<file path="config.mk">
export PLATFORM = sky130hd
export DESIGN_NAME = alu_top
export DESIGN_NICKNAME = d
export VERILOG_FILES = /design/src/source/alu_pkg.sv /design/src/source/alu_cmd_if.sv /design/src/source/alu_top.sv /design/src/source/alu_exec.sv /design/src/source/cmd_fifo.sv /design/src/source/operand_gate.sv
export SDC_FILE = /design/constraint.sdc
export NUM_CORES = 1
export LEC_CHECK = 0
export ABC_CLOCK_PERIOD_IN_PS = 6900
export BUFFER_PORTS_ARGS = -buffer_cell sky130_fd_sc_hd__buf_2
export CAP_MARGIN = 10
export CORE_MARGIN = 4
export CORE_UTILIZATION = 60
export DETAILED_ROUTE_END_ITERATION = 10
export PLACE_DENSITY = 0.78
export SLEW_MARGIN = 0
export SYNTH_ARGS = -nofsm -noshare
export SYNTH_HDL_FRONTEND = slang
export SYNTH_SLANG_ARGS = --single-unit
</file>
<file path="constraint.sdc">
create_clock -name clk -period 6.9 [get_ports clk]
set_clock_uncertainty 0.15 [all_clocks]
set_input_delay 1.035 -clock clk [delete_from_list [all_inputs] [get_ports clk]]
set_output_delay 1.035 -clock clk [all_outputs]
set_load 0.02 [all_outputs]
</file>
<file path="src/source/alu_pkg.sv">
package alu_pkg;

    // operand and result width of the datapath
    localparam int DATA_W = 8;

    // the opcode field is five bits wide, as on the original control word
    localparam int OP_W = 5;

    // number of gated commands the buffer can hold
    // this has to stay a power of two so the pointers wrap cleanly
    localparam int FIFO_DEPTH = 4;

    // address width of the buffer, the pointers carry one extra wrap bit
    localparam int FIFO_AW = $clog2(FIFO_DEPTH);

    // opcode table of the arithmetic unit
    // codes 0 to 11 and 25, 26 match the board encodings, 27 to 29 are new
    // anything not listed here is treated as a bad opcode by the ALU
    typedef enum logic [OP_W-1:0] {
        // plain transfers
        OP_A          = 5'd0,
        OP_B          = 5'd1,
        OP_ZERO       = 5'd2,
        // two's complement negation
        OP_MINUS_A    = 5'd3,
        OP_MINUS_B    = 5'd4,
        // increment and decrement, these wrap at the byte boundary
        OP_A_PLUS_1   = 5'd5,
        OP_B_PLUS_1   = 5'd6,
        OP_A_MINUS_1  = 5'd7,
        OP_B_MINUS_1  = 5'd8,
        // the only ops that read and write the carry flag
        OP_A_PLUS_B   = 5'd9,
        OP_A_MINUS_B  = 5'd10,
        OP_B_MINUS_A  = 5'd11,
        // bitwise logic
        OP_A_AND_B    = 5'd25,
        OP_A_OR_B     = 5'd26,
        OP_A_XOR_B    = 5'd27,
        OP_NOT_A      = 5'd28,
        OP_NOT_B      = 5'd29
    } alu_op_e;

    // one command after the gating stage
    // op is kept as raw bits so an unlisted code reaches the ALU untouched
    // and can be flagged there instead of being lost on the way
    typedef struct packed {
        logic [DATA_W-1:0] x;
        logic [DATA_W-1:0] y;
        logic [OP_W-1:0]   op;
    } alu_cmd_t;

endpackage
</file>
<file path="src/source/alu_cmd_if.sv">
// a gated command stream between two stages of the arithmetic unit
// a word moves on a rising edge where valid and ready are both high
// once valid goes up, valid and cmd hold until that edge
interface alu_cmd_if;
    import alu_pkg::*;

    // set by the producer while cmd holds a word to pass on
    logic     valid;

    // set by the consumer when it can take the word this cycle
    logic     ready;

    // gated operands and opcode
    alu_cmd_t cmd;

    // the side that offers commands
    modport source (
        output valid,
        output cmd,
        input  ready
    );

    // the side that takes commands
    modport sink (
        input  valid,
        input  cmd,
        output ready
    );

endinterface

</file>
<file path="src/source/alu_top.sv">
// top of the arithmetic unit
// commands go through the gating stage, the buffer and then the ALU
// with no stall a result shows three cycles after the command is taken
module alu_top (
    input  logic                       clk,
    input  logic                       rst_n,
    // command input
    input  logic                       cmd_valid,
    input  logic [alu_pkg::DATA_W-1:0] cmd_x,
    input  logic [alu_pkg::DATA_W-1:0] cmd_y,
    input  logic [alu_pkg::OP_W-1:0]   cmd_op,
    input  logic                       cmd_zero_x,
    input  logic                       cmd_pass_x,
    output logic                       cmd_ready,
    // result output
    output logic                       res_valid,
    output logic [alu_pkg::DATA_W-1:0] res_data,
    output logic                       res_carry,
    output logic                       res_bad_op,
    input  logic                       res_ready
);

    // gated commands into the buffer
    alu_cmd_if gate_to_fifo ();

    // buffered commands into the ALU
    alu_cmd_if fifo_to_exec ();

    // zero-x and pass-x gating, one register deep
    operand_gate gate_i (
        .clk        (clk),
        .rst_n      (rst_n),
        .cmd_valid  (cmd_valid),
        .cmd_x      (cmd_x),
        .cmd_y      (cmd_y),
        .cmd_op     (cmd_op),
        .cmd_zero_x (cmd_zero_x),
        .cmd_pass_x (cmd_pass_x),
        .cmd_ready  (cmd_ready),
        .gated      (gate_to_fifo.source)
    );

    // absorbs stalls on the result side
    cmd_fifo fifo_i (
        .clk   (clk),
        .rst_n (rst_n),
        .wr    (gate_to_fifo.sink),
        .rd    (fifo_to_exec.source)
    );

    // opcode table, carry flag and result register
    alu_exec exec_i (
        .clk        (clk),
        .rst_n      (rst_n),
        .cmd        (fifo_to_exec.sink),
        .res_valid  (res_valid),
        .res_data   (res_data),
        .res_carry  (res_carry),
        .res_bad_op (res_bad_op),
        .res_ready  (res_ready)
    );

endmodule

</file>
<file path="src/source/alu_exec.sv">
// the ALU stage proper
// it runs the opcode table on a 9-bit datapath so bit 8 comes out as the
// carry or the borrow, and it keeps the carry flag between commands
// so a chain of adds or subtracts works over more than one byte
module alu_exec (
    input  logic                       clk,
    input  logic                       rst_n,
    alu_cmd_if.sink                    cmd,
    output logic                       res_valid,
    output logic [alu_pkg::DATA_W-1:0] res_data,
    output logic                       res_carry,
    output logic                       res_bad_op,
    input  logic                       res_ready
);
    import alu_pkg::*;

    // incoming command and its decoded opcode
    alu_cmd_t        c;
    alu_op_e         op_e;

    // operands and stored carry widened to the 9-bit datapath
    logic [DATA_W:0] a9;
    logic [DATA_W:0] b9;
    logic [DATA_W:0] c9;

    // combinational result of the table
    logic [DATA_W:0] calc;
    logic            carry_nxt;
    logic            bad_nxt;

    // result register, carry_q is also the carry flag itself
    logic [DATA_W-1:0] data_q;
    logic              valid_q;
    logic              carry_q;
    logic              bad_q;

    // handshake on the command side
    logic            take;

    assign c    = cmd.cmd;
    assign op_e = alu_op_e'(c.op);

    assign a9 = {1'b0, c.x};
    assign b9 = {1'b0, c.y};
    assign c9 = {{DATA_W{1'b0}}, carry_q};

    // a new command can enter when the result register is free or its
    // content leaves in the same cycle
    assign cmd.ready = !valid_q || res_ready;
    assign take      = cmd.valid && cmd.ready;

    always_comb begin
        calc      = '0;
        carry_nxt = carry_q;
        bad_nxt   = 1'b0;
        case (op_e)
            OP_A:         calc = a9;
            OP_B:         calc = b9;
            OP_ZERO:      calc = '0;
            // negation and the +1/-1 ops wrap in eight bits
            // and do not touch the carry
            OP_MINUS_A:   calc = '0 - a9;
            OP_MINUS_B:   calc = '0 - b9;
            OP_A_PLUS_1:  calc = a9 + 1'b1;
            OP_B_PLUS_1:  calc = b9 + 1'b1;
            OP_A_MINUS_1: calc = a9 - 1'b1;
            OP_B_MINUS_1: calc = b9 - 1'b1;
            // the add takes its carry in from the flag and bit 8 is the
            // carry out
            OP_A_PLUS_B: begin
                calc      = a9 + b9 + c9;
                carry_nxt = calc[DATA_W];
            end
            // for the subtracts the flag acts as a borrow in, a negative
            // difference sets bit 8 and that is the borrow out
            OP_A_MINUS_B: begin
                calc      = a9 - b9 - c9;
                carry_nxt = calc[DATA_W];
            end
            OP_B_MINUS_A: begin
                calc      = b9 - a9 - c9;
                carry_nxt = calc[DATA_W];
            end
            OP_A_AND_B:   calc = a9 & b9;
            OP_A_OR_B:    calc = a9 | b9;
            OP_A_XOR_B:   calc = a9 ^ b9;
            OP_NOT_A:     calc = {1'b0, ~c.x};
            OP_NOT_B:     calc = {1'b0, ~c.y};
            // unlisted codes give zero, keep the carry and are flagged
            default:      bad_nxt = 1'b1;
        endcase
    end

    always_ff @(posedge clk) begin
        if (!rst_n) begin
            valid_q <= 1'b0;
            carry_q <= 1'b0;
        end else begin
            if (take) begin
                valid_q <= 1'b1;
            end else if (res_ready) begin
                valid_q <= 1'b0;
            end
            // the flag moves with the result it belongs to, which also
            // means it holds while a result waits on res_ready
            if (take) begin
                carry_q <= carry_nxt;
            end
        end
    end

    always_ff @(posedge clk) begin
        if (take) begin
            data_q <= calc[DATA_W-1:0];
            bad_q  <= bad_nxt;
        end
    end

    assign res_valid  = valid_q;
    assign res_data   = data_q;
    assign res_carry  = carry_q;
    assign res_bad_op = bad_q;

endmodule

</file>
<file path="src/source/cmd_fifo.sv">
// buffer of gated commands between the gating stage and the ALU
// a circular store with read and write pointers one bit wider than the
// address and the extra bit tells a full buffer from an empty one
module cmd_fifo (
    input  logic      clk,
    input  logic      rst_n,
    alu_cmd_if.sink   wr,
    alu_cmd_if.source rd
);
    import alu_pkg::*;

    // storage of the buffered commands
    alu_cmd_t         mem [FIFO_DEPTH];

    // read and write pointers whose top bit flips on every wrap
    logic [FIFO_AW:0] wr_ptr;
    logic [FIFO_AW:0] rd_ptr;

    // status from the pointer compare
    logic             full;
    logic             empty;

    // transfers on each side in this cycle
    logic             do_wr;
    logic             do_rd;

    // equal pointers mean nothing is stored
    assign empty = (wr_ptr == rd_ptr);

    // same address but a different wrap bit means the writer is a whole
    // lap ahead of the reader
    assign full = (wr_ptr[FIFO_AW] != rd_ptr[FIFO_AW]) &&
                  (wr_ptr[FIFO_AW-1:0] == rd_ptr[FIFO_AW-1:0]);

    // a full buffer refuses writes even if a read is going on
    // that keeps the ready path free of the downstream ready
    assign wr.ready = !full;
    assign rd.valid = !empty;

    // the head entry is shown straight from storage
    // a written word shows up here on the cycle after the write
    assign rd.cmd = mem[rd_ptr[FIFO_AW-1:0]];

    assign do_wr = wr.valid && !full;
    assign do_rd = rd.ready && !empty;

    always_ff @(posedge clk) begin
        if (!rst_n) begin
            wr_ptr <= '0;
        end else if (do_wr) begin
            wr_ptr <= wr_ptr + 1'b1;
        end
    end

    always_ff @(posedge clk) begin
        if (!rst_n) begin
            rd_ptr <= '0;
        end else if (do_rd) begin
            rd_ptr <= rd_ptr + 1'b1;
        end
    end

    // a read and a write can share a cycle and never hit the same entry
    // because a full buffer blocks the write
    always_ff @(posedge clk) begin
        if (do_wr) begin
            mem[wr_ptr[FIFO_AW-1:0]] <= wr.cmd;
        end
    end

endmodule

</file>
<file path="src/source/operand_gate.sv">
// front stage of the arithmetic unit
// on the board the x operand and the opcode went through bus transceivers
// with pull-downs behind them, so turning a transceiver off gave zero
// here the same effect is made with muxes and the result is registered
module operand_gate (
    input  logic                       clk,
    input  logic                       rst_n,
    input  logic                       cmd_valid,
    input  logic [alu_pkg::DATA_W-1:0] cmd_x,
    input  logic [alu_pkg::DATA_W-1:0] cmd_y,
    input  logic [alu_pkg::OP_W-1:0]   cmd_op,
    input  logic                       cmd_zero_x,
    input  logic                       cmd_pass_x,
    output logic                       cmd_ready,
    alu_cmd_if.source                  gated
);
    import alu_pkg::*;

    // gated command before it is registered
    alu_cmd_t          gated_cmd;
    logic [DATA_W-1:0] x_g;
    logic [OP_W-1:0]   op_g;

    // one-entry output register
    alu_cmd_t          cmd_q;
    logic              valid_q;

    // goes high on the first edge out of reset and stays there
    // it keeps the input closed while reset is applied
    logic              run_q;

    // handshake on the command input
    logic              accept;

    // zero_x stands for the x transceiver being disabled
    // the pull-downs then put zero on the x bus
    assign x_g = cmd_zero_x ? '0 : cmd_x;

    // pass_x disables the opcode transceiver, so the op bus reads zero
    // and zero is the pass-A code
    assign op_g = cmd_pass_x ? OP_A : cmd_op;

    assign gated_cmd.x  = x_g;
    assign gated_cmd.y  = cmd_y;
    assign gated_cmd.op = op_g;

    // the register can take a new word when it is empty or is being
    // emptied in this same cycle, so a steady stream runs at full rate
    assign cmd_ready = run_q && (!valid_q || gated.ready);
    assign accept    = cmd_valid && cmd_ready;

    always_ff @(posedge clk) begin
        if (!rst_n) begin
            run_q   <= 1'b0;
            valid_q <= 1'b0;
        end else begin
            run_q <= 1'b1;
            // a new word keeps valid up, otherwise it drops once taken
            if (accept) begin
                valid_q <= 1'b1;
            end else if (gated.ready) begin
                valid_q <= 1'b0;
            end
        end
    end

    // payload only moves on an accepted command
    // while the downstream stalls it stays as it is
    always_ff @(posedge clk) begin
        if (accept) begin
            cmd_q <= gated_cmd;
        end
    end

    assign gated.valid = valid_q;
    assign gated.cmd   = cmd_q;

endmodule

</file>
==> results by stage, run 1 <==
Global route:
- The global-route met1 utilization is 33.0%.
- The maximum number of pins on one net before global-route repair is 26.
- The total global routing overflow is 0.
- The global routing usage summed across all routing layers is 26.5%.
- The initial antenna violation count is 0.
- The met3 global-route usage is 5.98%.
- The busiest metal layer after global routing is met2.
- The number of global-route vias before repair is 5190.
- The first-pass GRT wire length is 28400 µm.
- Global routing consumed, on the met2 layer, 43.1% of the routing resources.

Worst setup path:
- The worst setup path is captured at a register.
- STA puts the critical path data arrival time at 4690 ps.
- At the worst endpoint, the required time is 6910 ps.
- The element type at the critical path start is a register.
- The critical path class is reg -> reg.
- Of all nets on the critical path, the largest fanout is 25.

Timing:
- For this run, the top clock speed supported by timing is 0.214 GHz.
- The transition time at the pin with the least slew margin is 1130 ps.
- The minimum clock period is 4680 ps.
- Setup repair after global routing left no endpoint under its margin.
- The final clock period utilization by the worst path is 67.8%.
- The final count of negative-setup-slack endpoints is 0.
- The smallest hold slack is 340 ps.
- The final hold violation count was 0.
- Setup slack closes at 2220 ps.
- The final number of max-transition violations is 0.
- The relative max-transition margin is 24.8%.
- The total negative setup slack is 0 ps.

Pwr:
- The leakage power of the design is 3.09 nW.
- Across the VDD grid, the largest voltage drop is 0.242 mV.
- The total power draw is 3.10 mW.
- Power spread over the standard cell area amounts to 373 nW/µm².

Placement:
- Once placement finished, the instance area stood at 7760 µm².
- The quantity of I/O buffers inserted on ports is 38.
- The worst slack at placement is 2200 ps.
- The final estimated routing congestion in global placement is 1.04.
- The HPWL after detailed placement is 13100 µm.
- The number of placed instances, taps included, is 805.

Finish:
- The core occupancy in the finished layout is 68.8%.
- The number of fill cells is 871.
- The count of nets after finishing is 750.
- In the final layout, the share of cells above drive strength 1 is 15.4%.
- The final instance area is 8290 µm².
- Compared with the post-synthesis result, the final layout area differs by 11.6%.
- The repair_antennas step left the layout with diodes totalling 0.
- The final cell count without fillers is 837.

Clock tree:
- The hold buffer count at CTS is 0.
- The total clock buffers created by CTS is 17.
- TritonCTS built the clock tree.
- The cell sitting at the root of the clock tree is a sky130_fd_sc_hd__clkbuf_16.
- For the worst-skew pair, the clock arrives at the later sink with an insertion delay of 420 ps.
- In this run, post-CTS repair resized a total of 0 instances.
- The total setup buffers inserted after CTS is 0.
- The clock transition at the registers of the reported paths is 60 ps.
- The number of sinks handled by clock tree synthesis is 126.
- The deepest clock path buffer count is 2.
- The number of H-tree branching levels is 4.

Yosys:
- The cell with the most instances after synthesis is sky130_fd_sc_hd__edfxtp_1.
- The area fraction of the dominant cell type after synthesis is 46.1%.
- For this run, the number of Yosys warnings is 0.
- The cell taking the most area after synthesis is sky130_fd_sc_hd__edfxtp_1.
- By count the netlist is led by sky130_fd_sc_hd__edfxtp_1, sky130_fd_sc_hd__ha_1, sky130_fd_sc_hd__o21ai_0.
- The share of synthesized area occupied by flip-flops and latches is 49.3%.
- The number of distinct library cell variants in the gate-level netlist after synthesis is 66.
- Yosys mapped a number of flops with a built-in enable equal to 114.
- The mean post-synth cell area is 12.1 µm².
- The most common flop cell mapped by yosys is sky130_fd_sc_hd__edfxtp_1.
- Synthesis produced a netlist with a net count of 709.
- After synthesis, the cell types taking the most area are sky130_fd_sc_hd__edfxtp_1, sky130_fd_sc_hd__ha_1, sky130_fd_sc_hd__mux4_2.
- The cell area that synthesis handed to floorplanning was 7430 µm².
- The register bit count reported by yosys is 126.
- Synthesis produced a netlist whose cell count is 616.
- After synthesis, the share of flip-flops with an asynchronous set or reset is 0%.

Floorplanning:
- The count of standard-cell rows is 40.
- The region available for standard cell placement spans 12100 µm².
- The die width is 119 µm.
- The full die area is 14200 µm².
- 39 I/O pins were placed.
- Once the floorplan was initialized, standard cells occupied 61.6% of the core.
- The floorplan step set the die height to 119 µm.

Drt:
- The first-iteration detailed-routing DRC count is 389.
- Dividing the detail-routed via count by the number of cells gives 6.16.
- The routed design has 18200 µm of wire.
- For this run, design rule violations remaining after detail routing come to 0.
- The first TritonRoute pass finished after 5 iterations.
- The post-detailed-route wirelength per cell is 21.7 µm.
- The vias after detailed routing is 5153.
- The final antenna-violating net count is 0.

Min path:
- In this run the worst hold path is classified as reg -> reg.

Outcome:
- The flow ran to the end, and the final reports show no timing, DRC or antenna violations.

Flow run:
- The tool flagged a number of max-cap violations equal to 0.
cells in the final DEF (no fill, tap or decap), types with 3 or more instances in the layout:
cell type                    instances
sky130_fd_sc_hd__a211oi_1            3
sky130_fd_sc_hd__a21o_1              7
sky130_fd_sc_hd__a21oi_1            22
sky130_fd_sc_hd__a221oi_1            7
sky130_fd_sc_hd__a22oi_1             4
sky130_fd_sc_hd__a31oi_1             3
sky130_fd_sc_hd__and2_1             11
sky130_fd_sc_hd__and3_1              5
sky130_fd_sc_hd__buf_2              38
sky130_fd_sc_hd__buf_4               4
sky130_fd_sc_hd__clkbuf_1            3
sky130_fd_sc_hd__clkbuf_16          17
sky130_fd_sc_hd__clkinv_2            3
sky130_fd_sc_hd__clkinvlp_4          3
sky130_fd_sc_hd__dfxtp_1            12
sky130_fd_sc_hd__edfxtp_1          114
sky130_fd_sc_hd__fa_1                8
sky130_fd_sc_hd__ha_1               58
sky130_fd_sc_hd__inv_1              38
sky130_fd_sc_hd__mux2i_1             9
sky130_fd_sc_hd__mux4_2             21
sky130_fd_sc_hd__nand2_1            32
sky130_fd_sc_hd__nand2b_1            4
sky130_fd_sc_hd__nand3_1             8
sky130_fd_sc_hd__nand3b_1            3
sky130_fd_sc_hd__nand4_1             6
sky130_fd_sc_hd__nor2_1             41
sky130_fd_sc_hd__nor2b_1            20
sky130_fd_sc_hd__nor3_1             10
sky130_fd_sc_hd__o2111ai_1           4
sky130_fd_sc_hd__o211ai_1            6
sky130_fd_sc_hd__o21a_1              7
sky130_fd_sc_hd__o21ai_0            46
sky130_fd_sc_hd__o21bai_1            4
sky130_fd_sc_hd__o221ai_1            3
sky130_fd_sc_hd__or3_1               4
sky130_fd_sc_hd__xnor2_1            27
sky130_fd_sc_hd__xor2_1             12
kinds of logic (layout without fill, tap and decap cells):
family	count (synthesis)	after routing	share of synthesized area (%)
muxes	31	31	7.73
adders and majority gates	66	66	11.9
buffers and inverters	59	112	3.28
DFF	126	126	49.3
xor gates and xnor gates	39	39	4.60
and+or+nand+nor	161	161	11.2
AOI/OAI and AO/OA	134	134	11.9
cell type report:
cell class	instances	area (µm²)	area share, %
Clock buffer	20	437	5.27
Clock inverter	11	71.3	0.860
Multi-Input combinational cell	431	3520	42.5
Tap cell	168	210	2.53
Timing Repair Buffer	43	248	2.99
Sequential cell	126	3660	44.2
Inverter	38	143	1.72
critical path: stages (launching register included):
cell and delay [ps]:
sky130_fd_sc_hd__dfxtp_1 310, sky130_fd_sc_hd__buf_4 380, sky130_fd_sc_hd__mux4_2 690, sky130_fd_sc_hd__or3b_1 590, sky130_fd_sc_hd__nor2_1 600, sky130_fd_sc_hd__ha_1 410, sky130_fd_sc_hd__nand3b_1 120, sky130_fd_sc_hd__o221ai_1 150
sky130_fd_sc_hd__o41ai_1 450, sky130_fd_sc_hd__xor2_1 200, sky130_fd_sc_hd__nor2_1 60, sky130_fd_sc_hd__a221oi_1 210, sky130_fd_sc_hd__nand3_1 100
power breakdown:
part | total [mW] | switching (mW) | leakage (nW) | internal, mW
logic | 1.40 | 0.858 | 1.71 | 0.540
registers | 0.930 | 0.0267 | 1.14 | 0.904
clock network | 0.767 | 0.315 | 0.241 | 0.453
flip-flops by register name (all words and copies together) (netlist names), named ones only:
register	count
exec_i.res_bad_op	1
exec_i.res_carry	1
exec_i.res_data	8
exec_i.res_valid	1
fifo_i.mem	84
fifo_i.rd_ptr	3
fifo_i.wr_ptr	3
gate_i.gated.cmd	21
gate_i.gated.valid	1
gate_i.run_q	1
layer usage:
| layer | share of wire, % | up-vias |
|---|---|---|
| met2 | 49 | 233 |
| li1 | - | 2384 |
| met4 | 4.4 | 0 |
| met1 | 41 | 2487 |
| met5 | 0 | - |
| met3 | 6.4 | 49 |
worst paths after layout:
path                             start                  to  slack (ps)  cells after the start
hold reg to reg   gate_i.gated.cmd[18]   fifo_i.mem[1][18]         340                      0
hold / removal    gate_i.gated.cmd[18]   fifo_i.mem[1][18]         340                      0
setup reg to reg              register  exec_i.res_data[5]        2220                     12
setup / recovery              register  exec_i.res_data[5]        2220                     12
No activity file was read; power rests on OpenSTA's default activity.
==> run 2, diff against run 1 <==
--- a/config.mk
+++ b/config.mk
@@ -5,7 +5,7 @@
 export SDC_FILE = /design/constraint.sdc
 export NUM_CORES = 1
 export LEC_CHECK = 0
-export ABC_CLOCK_PERIOD_IN_PS = 6900
+export ABC_CLOCK_PERIOD_IN_PS = 4800
 export BUFFER_PORTS_ARGS = -buffer_cell sky130_fd_sc_hd__buf_2
 export CAP_MARGIN = 10
 export CORE_MARGIN = 4
==> constraint.sdc (replaced) <==
create_clock -name clk -period 4.8 [get_ports clk]
set_clock_uncertainty 0.15 [all_clocks]
set_input_delay 0.72 -clock clk [delete_from_list [all_inputs] [get_ports clk]]
set_output_delay 0.72 -clock clk [all_outputs]
set_load 0.02 [all_outputs]
==> run 2 against run 1 <==
First-iteration DRC count increased by 46%. Worst hold slack worse by 7.7 ps. Core utilization increased by 0.72 points. Power rose by 49%. Combinational power is 42% higher. Die area unchanged. Setup slack lost 1900 ps. Wire length decreased by 2.0%. Via count grew 1.2%. Design area grew 1.0%. Fmax is 5.0% higher. Critical endpoint is now exec_i.res_data[3].
==> results by stage, run 2 (synthesis gave the netlist of run 1 again) <==
Timing:
- The final worst slack is 340 ps (-1880 ps).
- The relative max-transition margin is 23.8% (-0.98 points).
- The final hold violation count is 0 (unchanged).
- The final clock period utilization by the worst path was 92.9% (+25 points).
- The maximum frequency from static timing analysis came to 0.224 GHz (+5.0%).
- The final number of max-transition violations is 0 (unchanged).
- The total negative setup slack is 0 ps (unchanged).
- Setup repair after global routing left no endpoint under its margin.
- The final count of negative-setup-slack endpoints was 0 (unchanged).
- The smallest hold slack was 333 ps (-7.67 ps).
- The transition time at the pin with the least slew margin is 1140 ps (+14.7 ps).
- The minimum clock period is 4460 ps (-221 ps).

Global route:
- The global routing usage summed across all routing layers is 26.4% (-0.076 points).
- The total global routing overflow is 0 (unchanged).
- The initial antenna violation count is 0 (unchanged).
- The number of global-route vias before repair is 5232 (+0.81%).
- The first-pass GRT wire length is 28700 µm (+0.97%).
- The maximum number of pins on one net before global-route repair is 23 (-12%).

Clock tree:
- The total setup buffers inserted after CTS is 0 (unchanged).
- The post-cts sizing count was 0 (unchanged).
- The deepest clock path buffer count is 2 (unchanged).
- In this run the clock root is driven by a sky130_fd_sc_hd__clkbuf_16.
- The number of sinks handled by clock tree synthesis is 126 (unchanged).
- The latest clock arrival within the worst-skew pair is 410 ps (about the same).
- The hold buffer count at CTS was 0 (unchanged).
- The clock transition at the registers of the reported paths was 60 ps (about the same).
- The number of H-tree branching levels is 4 (unchanged).
- The total clock buffers created by CTS is 17 (unchanged).
- The CTS tree is done.

Drt:
- The vias after detailed routing was 5214 (+1.2%).
- The first-iteration detailed-routing DRC count is 567 (+46%).
- The first-pass iteration count of the detailed router is 5 (unchanged).
- The wire length reported by the detailed router is 17800 µm (-2.0%).
- The number of DRC violations after detailed routing came to 0 (unchanged).
- The via count normalized by instance count came to 6.21 (+0.82%).
- The final antenna-violating net count is 0 (unchanged).
- The post-detailed-route wirelength per cell was 21.2 µm (-2.3%).

Floorplanning:
- The top-level I/O count was 39 (unchanged).
- The full die area is 14200 µm² (unchanged).
- The die width is 119 µm (unchanged).
- The die height is 119 µm (unchanged).
- The standard cell core area is 12100 µm² (unchanged).
- The count of standard-cell rows was 40 (unchanged).
- The starting density of the core is 61.6% (unchanged).

Worst setup path:
- The data arrival time at the worst-slack endpoint is 4450 ps (-240 ps).
- The critical path data required time came to 4790 ps (-2120 ps).
- The capturing element type of the critical path is a register.
- The worst setup path is launched from a register.
- The worst setup path is of the reg -> reg kind.
- The maximum fanout count along the critical path came to 11 (-56%).

Finish:
- The number of fill cells is 829 (-4.8%).
- The number of flip-flops under the largest register name was 84 (unchanged).
- The core occupancy in the finished layout is 69.5% (+0.72 points).
- The commonest non-fill, non-tap cell in the layout is sky130_fd_sc_hd__edfxtp_1.
- The ratio of cells with drive above 1 in the final layout is 16.5% (+1.1 points).
- The synthesis-to-finish area growth is 12.8%.
- The final instance area is 8380 µm² (+1.0%).
- The count of nets after finishing is 752 (+0.27%).
- The total inserted antenna cells is 0 (unchanged).
- The final cell count without fillers is 840 (+0.36%).
- In the layout the commonest cells are sky130_fd_sc_hd__edfxtp_1, sky130_fd_sc_hd__ha_1, sky130_fd_sc_hd__o21ai_0.

Pwr:
- The switching share of power is 38.2% (-0.59 points).
- The total power draw is 4.62 mW (+49%).
- The portion of total power attributed to the clock network came to 28.0% (+3.2 points).
- The worst IR drop on VDD is 0.342 mV (+41%).
- The sequential fraction of design power is 28.8% (-1.3 points).
- The switching power came to 1.76 mW (+47%).
- The total internal power is 2.86 mW (+51%).
- The power per standard cell area is 552 nW/µm² (+48%).
- The power share of the combinational group was 43.1% (-2.1 points).
- The leakage power of the design is 3.14 nW (+1.7%).

Flow run:
- The total of max-cap violations is 0 (unchanged).

Placement:
- The quantity of I/O buffers inserted on ports is 38 (unchanged).
- The worst slack at placement is 401 ps (-1790 ps).
- The final HPWL from detailed placement was 12700 µm (-3.0%).
- The post-place instance area is 7780 µm² (+0.29%).
- The cell total after placement is 808 (+0.37%).
- The final estimated routing congestion in global placement is 1.04 (+0.75%).

Outcome:
- The run finished with clean final reports.

Min path:
- The path class of the tightest hold or removal check is in -> reg.
## run 2: cell types whose count changed in the layout (fill, tap and decap cells not counted), moves of 3 or more
| cell | previous run | this run |
|---|---|---|
| sky130_fd_sc_hd__buf_4 | 4 | 7 |
| sky130_fd_sc_hd__inv_6 | 1 | 6 |
| sky130_fd_sc_hd__inv_8 | 0 | 3 |
| sky130_fd_sc_hd__clkbuf_1 | 3 | 0 |
## run 2: layer usage
metal | GRT usage, % | up-vias | part of all wire (%)
li1 | - | 2392 | -
met5 | 0 | - | 0
met2 | 42.6 | 261 | 50
met3 | 4.46 | 41 | 7.1
met4 | 10.9 | 0 | 2.9
met1 | 35.6 | 2520 | 41
## run 2: area by class of cell
type	instances	area, µm²	area share, %
Clock buffer	17	425	5.08
Clock inverter	15	174	2.08
Inverter	38	143	1.70
Multi-Input combinational cell	431	3520	42.0
Sequential cell	126	3660	43.7
Tap cell	168	210	2.51
Timing Repair Buffer	45	243	2.90
## run 2: power by group through the flow
stage	Combinational [mW]	Clock, mW	Sequential (mW)
2_1_floorplan	1.42	0	1.40
3_3_place_gp	1.94	0	1.35
3_5_place_dp	1.95	0	1.36
4_1_cts	1.97	1.31	1.34
5_1_grt	2.18	1.37	1.34
6_report	1.99	1.30	1.33
## run 2: worst max-delay path: stages, from the launching register on
cell and delay, ps:
sky130_fd_sc_hd__dfxtp_1 450, sky130_fd_sc_hd__mux4_2 670, sky130_fd_sc_hd__or3b_2 580, sky130_fd_sc_hd__nor2_1 540, sky130_fd_sc_hd__ha_1 410, sky130_fd_sc_hd__a21oi_1 220
sky130_fd_sc_hd__o21ai_0 140, sky130_fd_sc_hd__xor2_1 180, sky130_fd_sc_hd__a221o_1 310, sky130_fd_sc_hd__a2111oi_2 370, sky130_fd_sc_hd__o2111ai_1 170
## run 2: final timing paths
| kind | from | endpoint | slack (ps) | depth (start not counted) |
|---|---|---|---|---|
| max reg2reg | register | exec_i.res_data[3] | 340 | 10 |
| min reg2reg | gate_i.gated.cmd[13] | fifo_i.mem[2][13] | 350 | 0 |
| min | cmd_y[4] | gate_i.gated.cmd[9] | 330 | 1 |
| max | register | exec_i.res_data[3] | 340 | 10 |
==> run 3, diff against run 2 <==
--- a/config.mk
+++ b/config.mk
@@ -12,6 +12,7 @@
 export CORE_UTILIZATION = 60
 export DETAILED_ROUTE_END_ITERATION = 10
 export PLACE_DENSITY = 0.78
+export RECOVER_POWER = 25
 export SLEW_MARGIN = 0
 export SYNTH_ARGS = -nofsm -noshare
 export SYNTH_HDL_FRONTEND = slang
==> run 3 against run 2 <==
Wire length is 0.12% higher. Combinational power hardly changed. Via count is 0.33% higher. Clock power hardly changed. Sequential share of layout area hardly changed. First-iteration DRC count is 0.35% higher. Global-route usage stayed put. Sequential power hardly changed. Critical path depth stayed put. Register-to-register slack worse by 30 ps. Clock-buffer cell count stayed put. Critical endpoint unchanged.
==> results by stage, run 3 (synthesis gave the netlist of run 1 again) <==
Timing:
- The final count of negative-setup-slack endpoints is 0 (unchanged).
- Setup repair after global routing left no endpoint under its margin.
- The final clock period utilization by the worst path is 93.5% (+0.59 points).
- The relative max-transition margin came to 24.7% (+0.91 points).
- The maximum frequency from static timing analysis is 0.223 GHz (-0.63%).
- The transition time at the pin with the least slew margin is 1130 ps (-13.6 ps).
- The minimum clock period is 4490 ps (+28.5 ps).
- The final hold violation count is 0 (unchanged).
- The final number of max-transition violations is 0 (unchanged).
- The total negative setup slack is 0 ps (unchanged).

Drt:
- The number of DRC violations after detailed routing is 0 (unchanged).
- The post-detailed-route wirelength per cell is 21.3 µm (+0.12%).
- The first-iteration detailed-routing DRC count is 569 (+0.35%).
- The wire length reported by the detailed router is 17900 µm (+0.12%).
- The final antenna-violating net count is 0 (unchanged).
- The first-pass iteration count of the detailed router is 5 (unchanged).
- The vias after detailed routing is 5231 (+0.33%).
- The via count normalized by instance count is 6.23 (+0.33%).

Finish:
- The library cell used most frequently in the layout, excluding fill and tap cells, is sky130_fd_sc_hd__edfxtp_1.
- The top cell types in the final layout, fill and taps aside, are sky130_fd_sc_hd__edfxtp_1, sky130_fd_sc_hd__ha_1, sky130_fd_sc_hd__o21ai_0.
- The storage element area came to 3660 µm² (unchanged).
- The number of fill cells was 830 (+0.12%).
- The area of the multi-input gates is 3520 µm² (unchanged).
- The ratio of cells with drive above 1 in the final layout is 16.4% (-0.15 points).
- The count of nets after finishing is 752 (unchanged).
- The total inserted antenna cells is 0 (unchanged).
- The synthesis-to-finish area growth is 12.8% (about the same).
- The number of flip-flops under the largest register name is 84 (unchanged).

Floorplanning:
- The die height is 119 µm (unchanged).
- The starting density of the core is 61.6% (unchanged).
- The count of standard-cell rows came to 40 (unchanged).
- The full die area is 14200 µm² (unchanged).
- The die width is 119 µm (unchanged).
- The top-level I/O count was 39 (unchanged).
- The standard cell core area is 12100 µm² (unchanged).

Clock tree:
- The CTS tree is done.
- The deepest clock path buffer count is 2 (unchanged).
- The clock transition at the registers of the reported paths is 60 ps (about the same).
- The number of sinks handled by clock tree synthesis is 126 (unchanged).
- The number of H-tree branching levels is 4 (unchanged).
- The total clock buffers created by CTS is 17 (unchanged).
- The post-cts sizing count is 0 (unchanged).
- The total setup buffers inserted after CTS is 0 (unchanged).
- The hold buffer count at CTS is 0 (unchanged).
- The root buffer cell chosen for the clock tree is sky130_fd_sc_hd__clkbuf_16.
- The latest clock arrival within the worst-skew pair was 410 ps (about the same).

Worst setup path:
- The maximum fanout count along the critical path is 11 (unchanged).
- The data arrival time at the worst-slack endpoint is 4470 ps (+20 ps).
- The element type at the critical path start is a register.
- STA classifies the critical path endpoint as a register.
- The critical path data required time was 4790 ps (about the same).
- The critical path in this run is classified as reg -> reg.

Global route:
- The number of global-route vias before repair came to 5232 (unchanged).
- The initial antenna violation count was 0 (unchanged).
- The first-pass GRT wire length is 28700 µm (unchanged).
- The global routing usage summed across all routing layers is 26.4% (unchanged).
- The total global routing overflow is 0 (unchanged).
- The maximum number of pins on one net before global-route repair was 23 (unchanged).

Placement:
- The final estimated routing congestion in global placement was 1.04 (unchanged).
- The final HPWL from detailed placement is 12700 µm (unchanged).
- The quantity of I/O buffers inserted on ports is 38 (unchanged).

Pwr:
- The worst IR drop on VDD was 0.342 mV (unchanged).
- The leakage power of the design came to 3.13 nW (about the same).
- The power per standard cell area is 552 nW/µm² (about the same).
- The total power draw is 4.63 mW (about the same).

Outcome:
- The run finished with clean final reports.

Min path:
- The worst min-delay path category is in -> reg.

Flow run:
- The total of max-cap violations is 0 (unchanged).
==> run 3: changes by cell type in the layout (fill, tap and decap cells not counted), sizes merged <==
cell | before | now
clkbuf | 17 | 18
buf | 45 | 44
==> run 3: routing by layer <==
layer | vias to the layer above | part of all wire (%) | global-route usage, %
met5 | - | 0 | 0
met4 | 0 | 3.0 | 10.9
met3 | 46 | 6.8 | 4.46
met2 | 258 | 49 | 42.6
met1 | 2535 | 41 | 35.6
li1 | 2392 | - | -
==> run 3: final timing paths <==
kind / endpoint / slack [ps] / startpoint / depth (start not counted)
max: exec_i.res_data[3] / 310 / register / 10
min: gate_i.gated.cmd[9] / 330 / cmd_y[4] / 1
max reg2reg: exec_i.res_data[3] / 310 / register / 10
min reg2reg: fifo_i.mem[2][13] / 350 / gate_i.gated.cmd[13] / 0
==> run 3: layout make-up <==
type | instances | area share (%)
clock inverter | 15 | 2.08
timing repair buffer | 45 | 2.88
multi-input combinational | 431 | 42.0
tap | 168 | 2.51
clock buffer | 17 | 5.08
sequential | 126 | 43.7
inverter | 38 | 1.70
==> run 3: critical path, cell delays in order (launching register included) <==
cell and delay [ps]:
sky130_fd_sc_hd__dfxtp_1 450, sky130_fd_sc_hd__mux4_2 670, sky130_fd_sc_hd__or3b_2 580, sky130_fd_sc_hd__nor2_1 540, sky130_fd_sc_hd__ha_1 410, sky130_fd_sc_hd__a21oi_1 230, sky130_fd_sc_hd__o21ai_0 150, sky130_fd_sc_hd__xor2_1 180
sky130_fd_sc_hd__a221o_1 310, sky130_fd_sc_hd__a2111oi_2 370, sky130_fd_sc_hd__o2111ai_1 170
==> run 3: where the power goes <==
part / internal (mW) / switching, mW / total (mW)
logic: 0.780 / 1.22 / 2.00
registers: 1.30 / 0.0366 / 1.33
clock network: 0.783 / 0.514 / 1.30
total: 2.86 / 1.77 / 4.63
==> run 3: stage by stage <==
stage | util, % | instance area [µm²] | hold slack, ps | worst slack, ps | std cells
2_1_floorplan | - | 7430 | 309 | 813 | 616
3_3_place_gp | 64.5 | 7780 | 318 | 516 | 808
3_5_place_dp | 64.5 | 7780 | 336 | 401 | 808
4_1_cts | 69.5 | 8380 | 317 | 368 | 840
5_1_grt | 69.5 | 8380 | 322 | 94.1 | 840
6_report | 69.5 | 8380 | 333 | 312 | 840
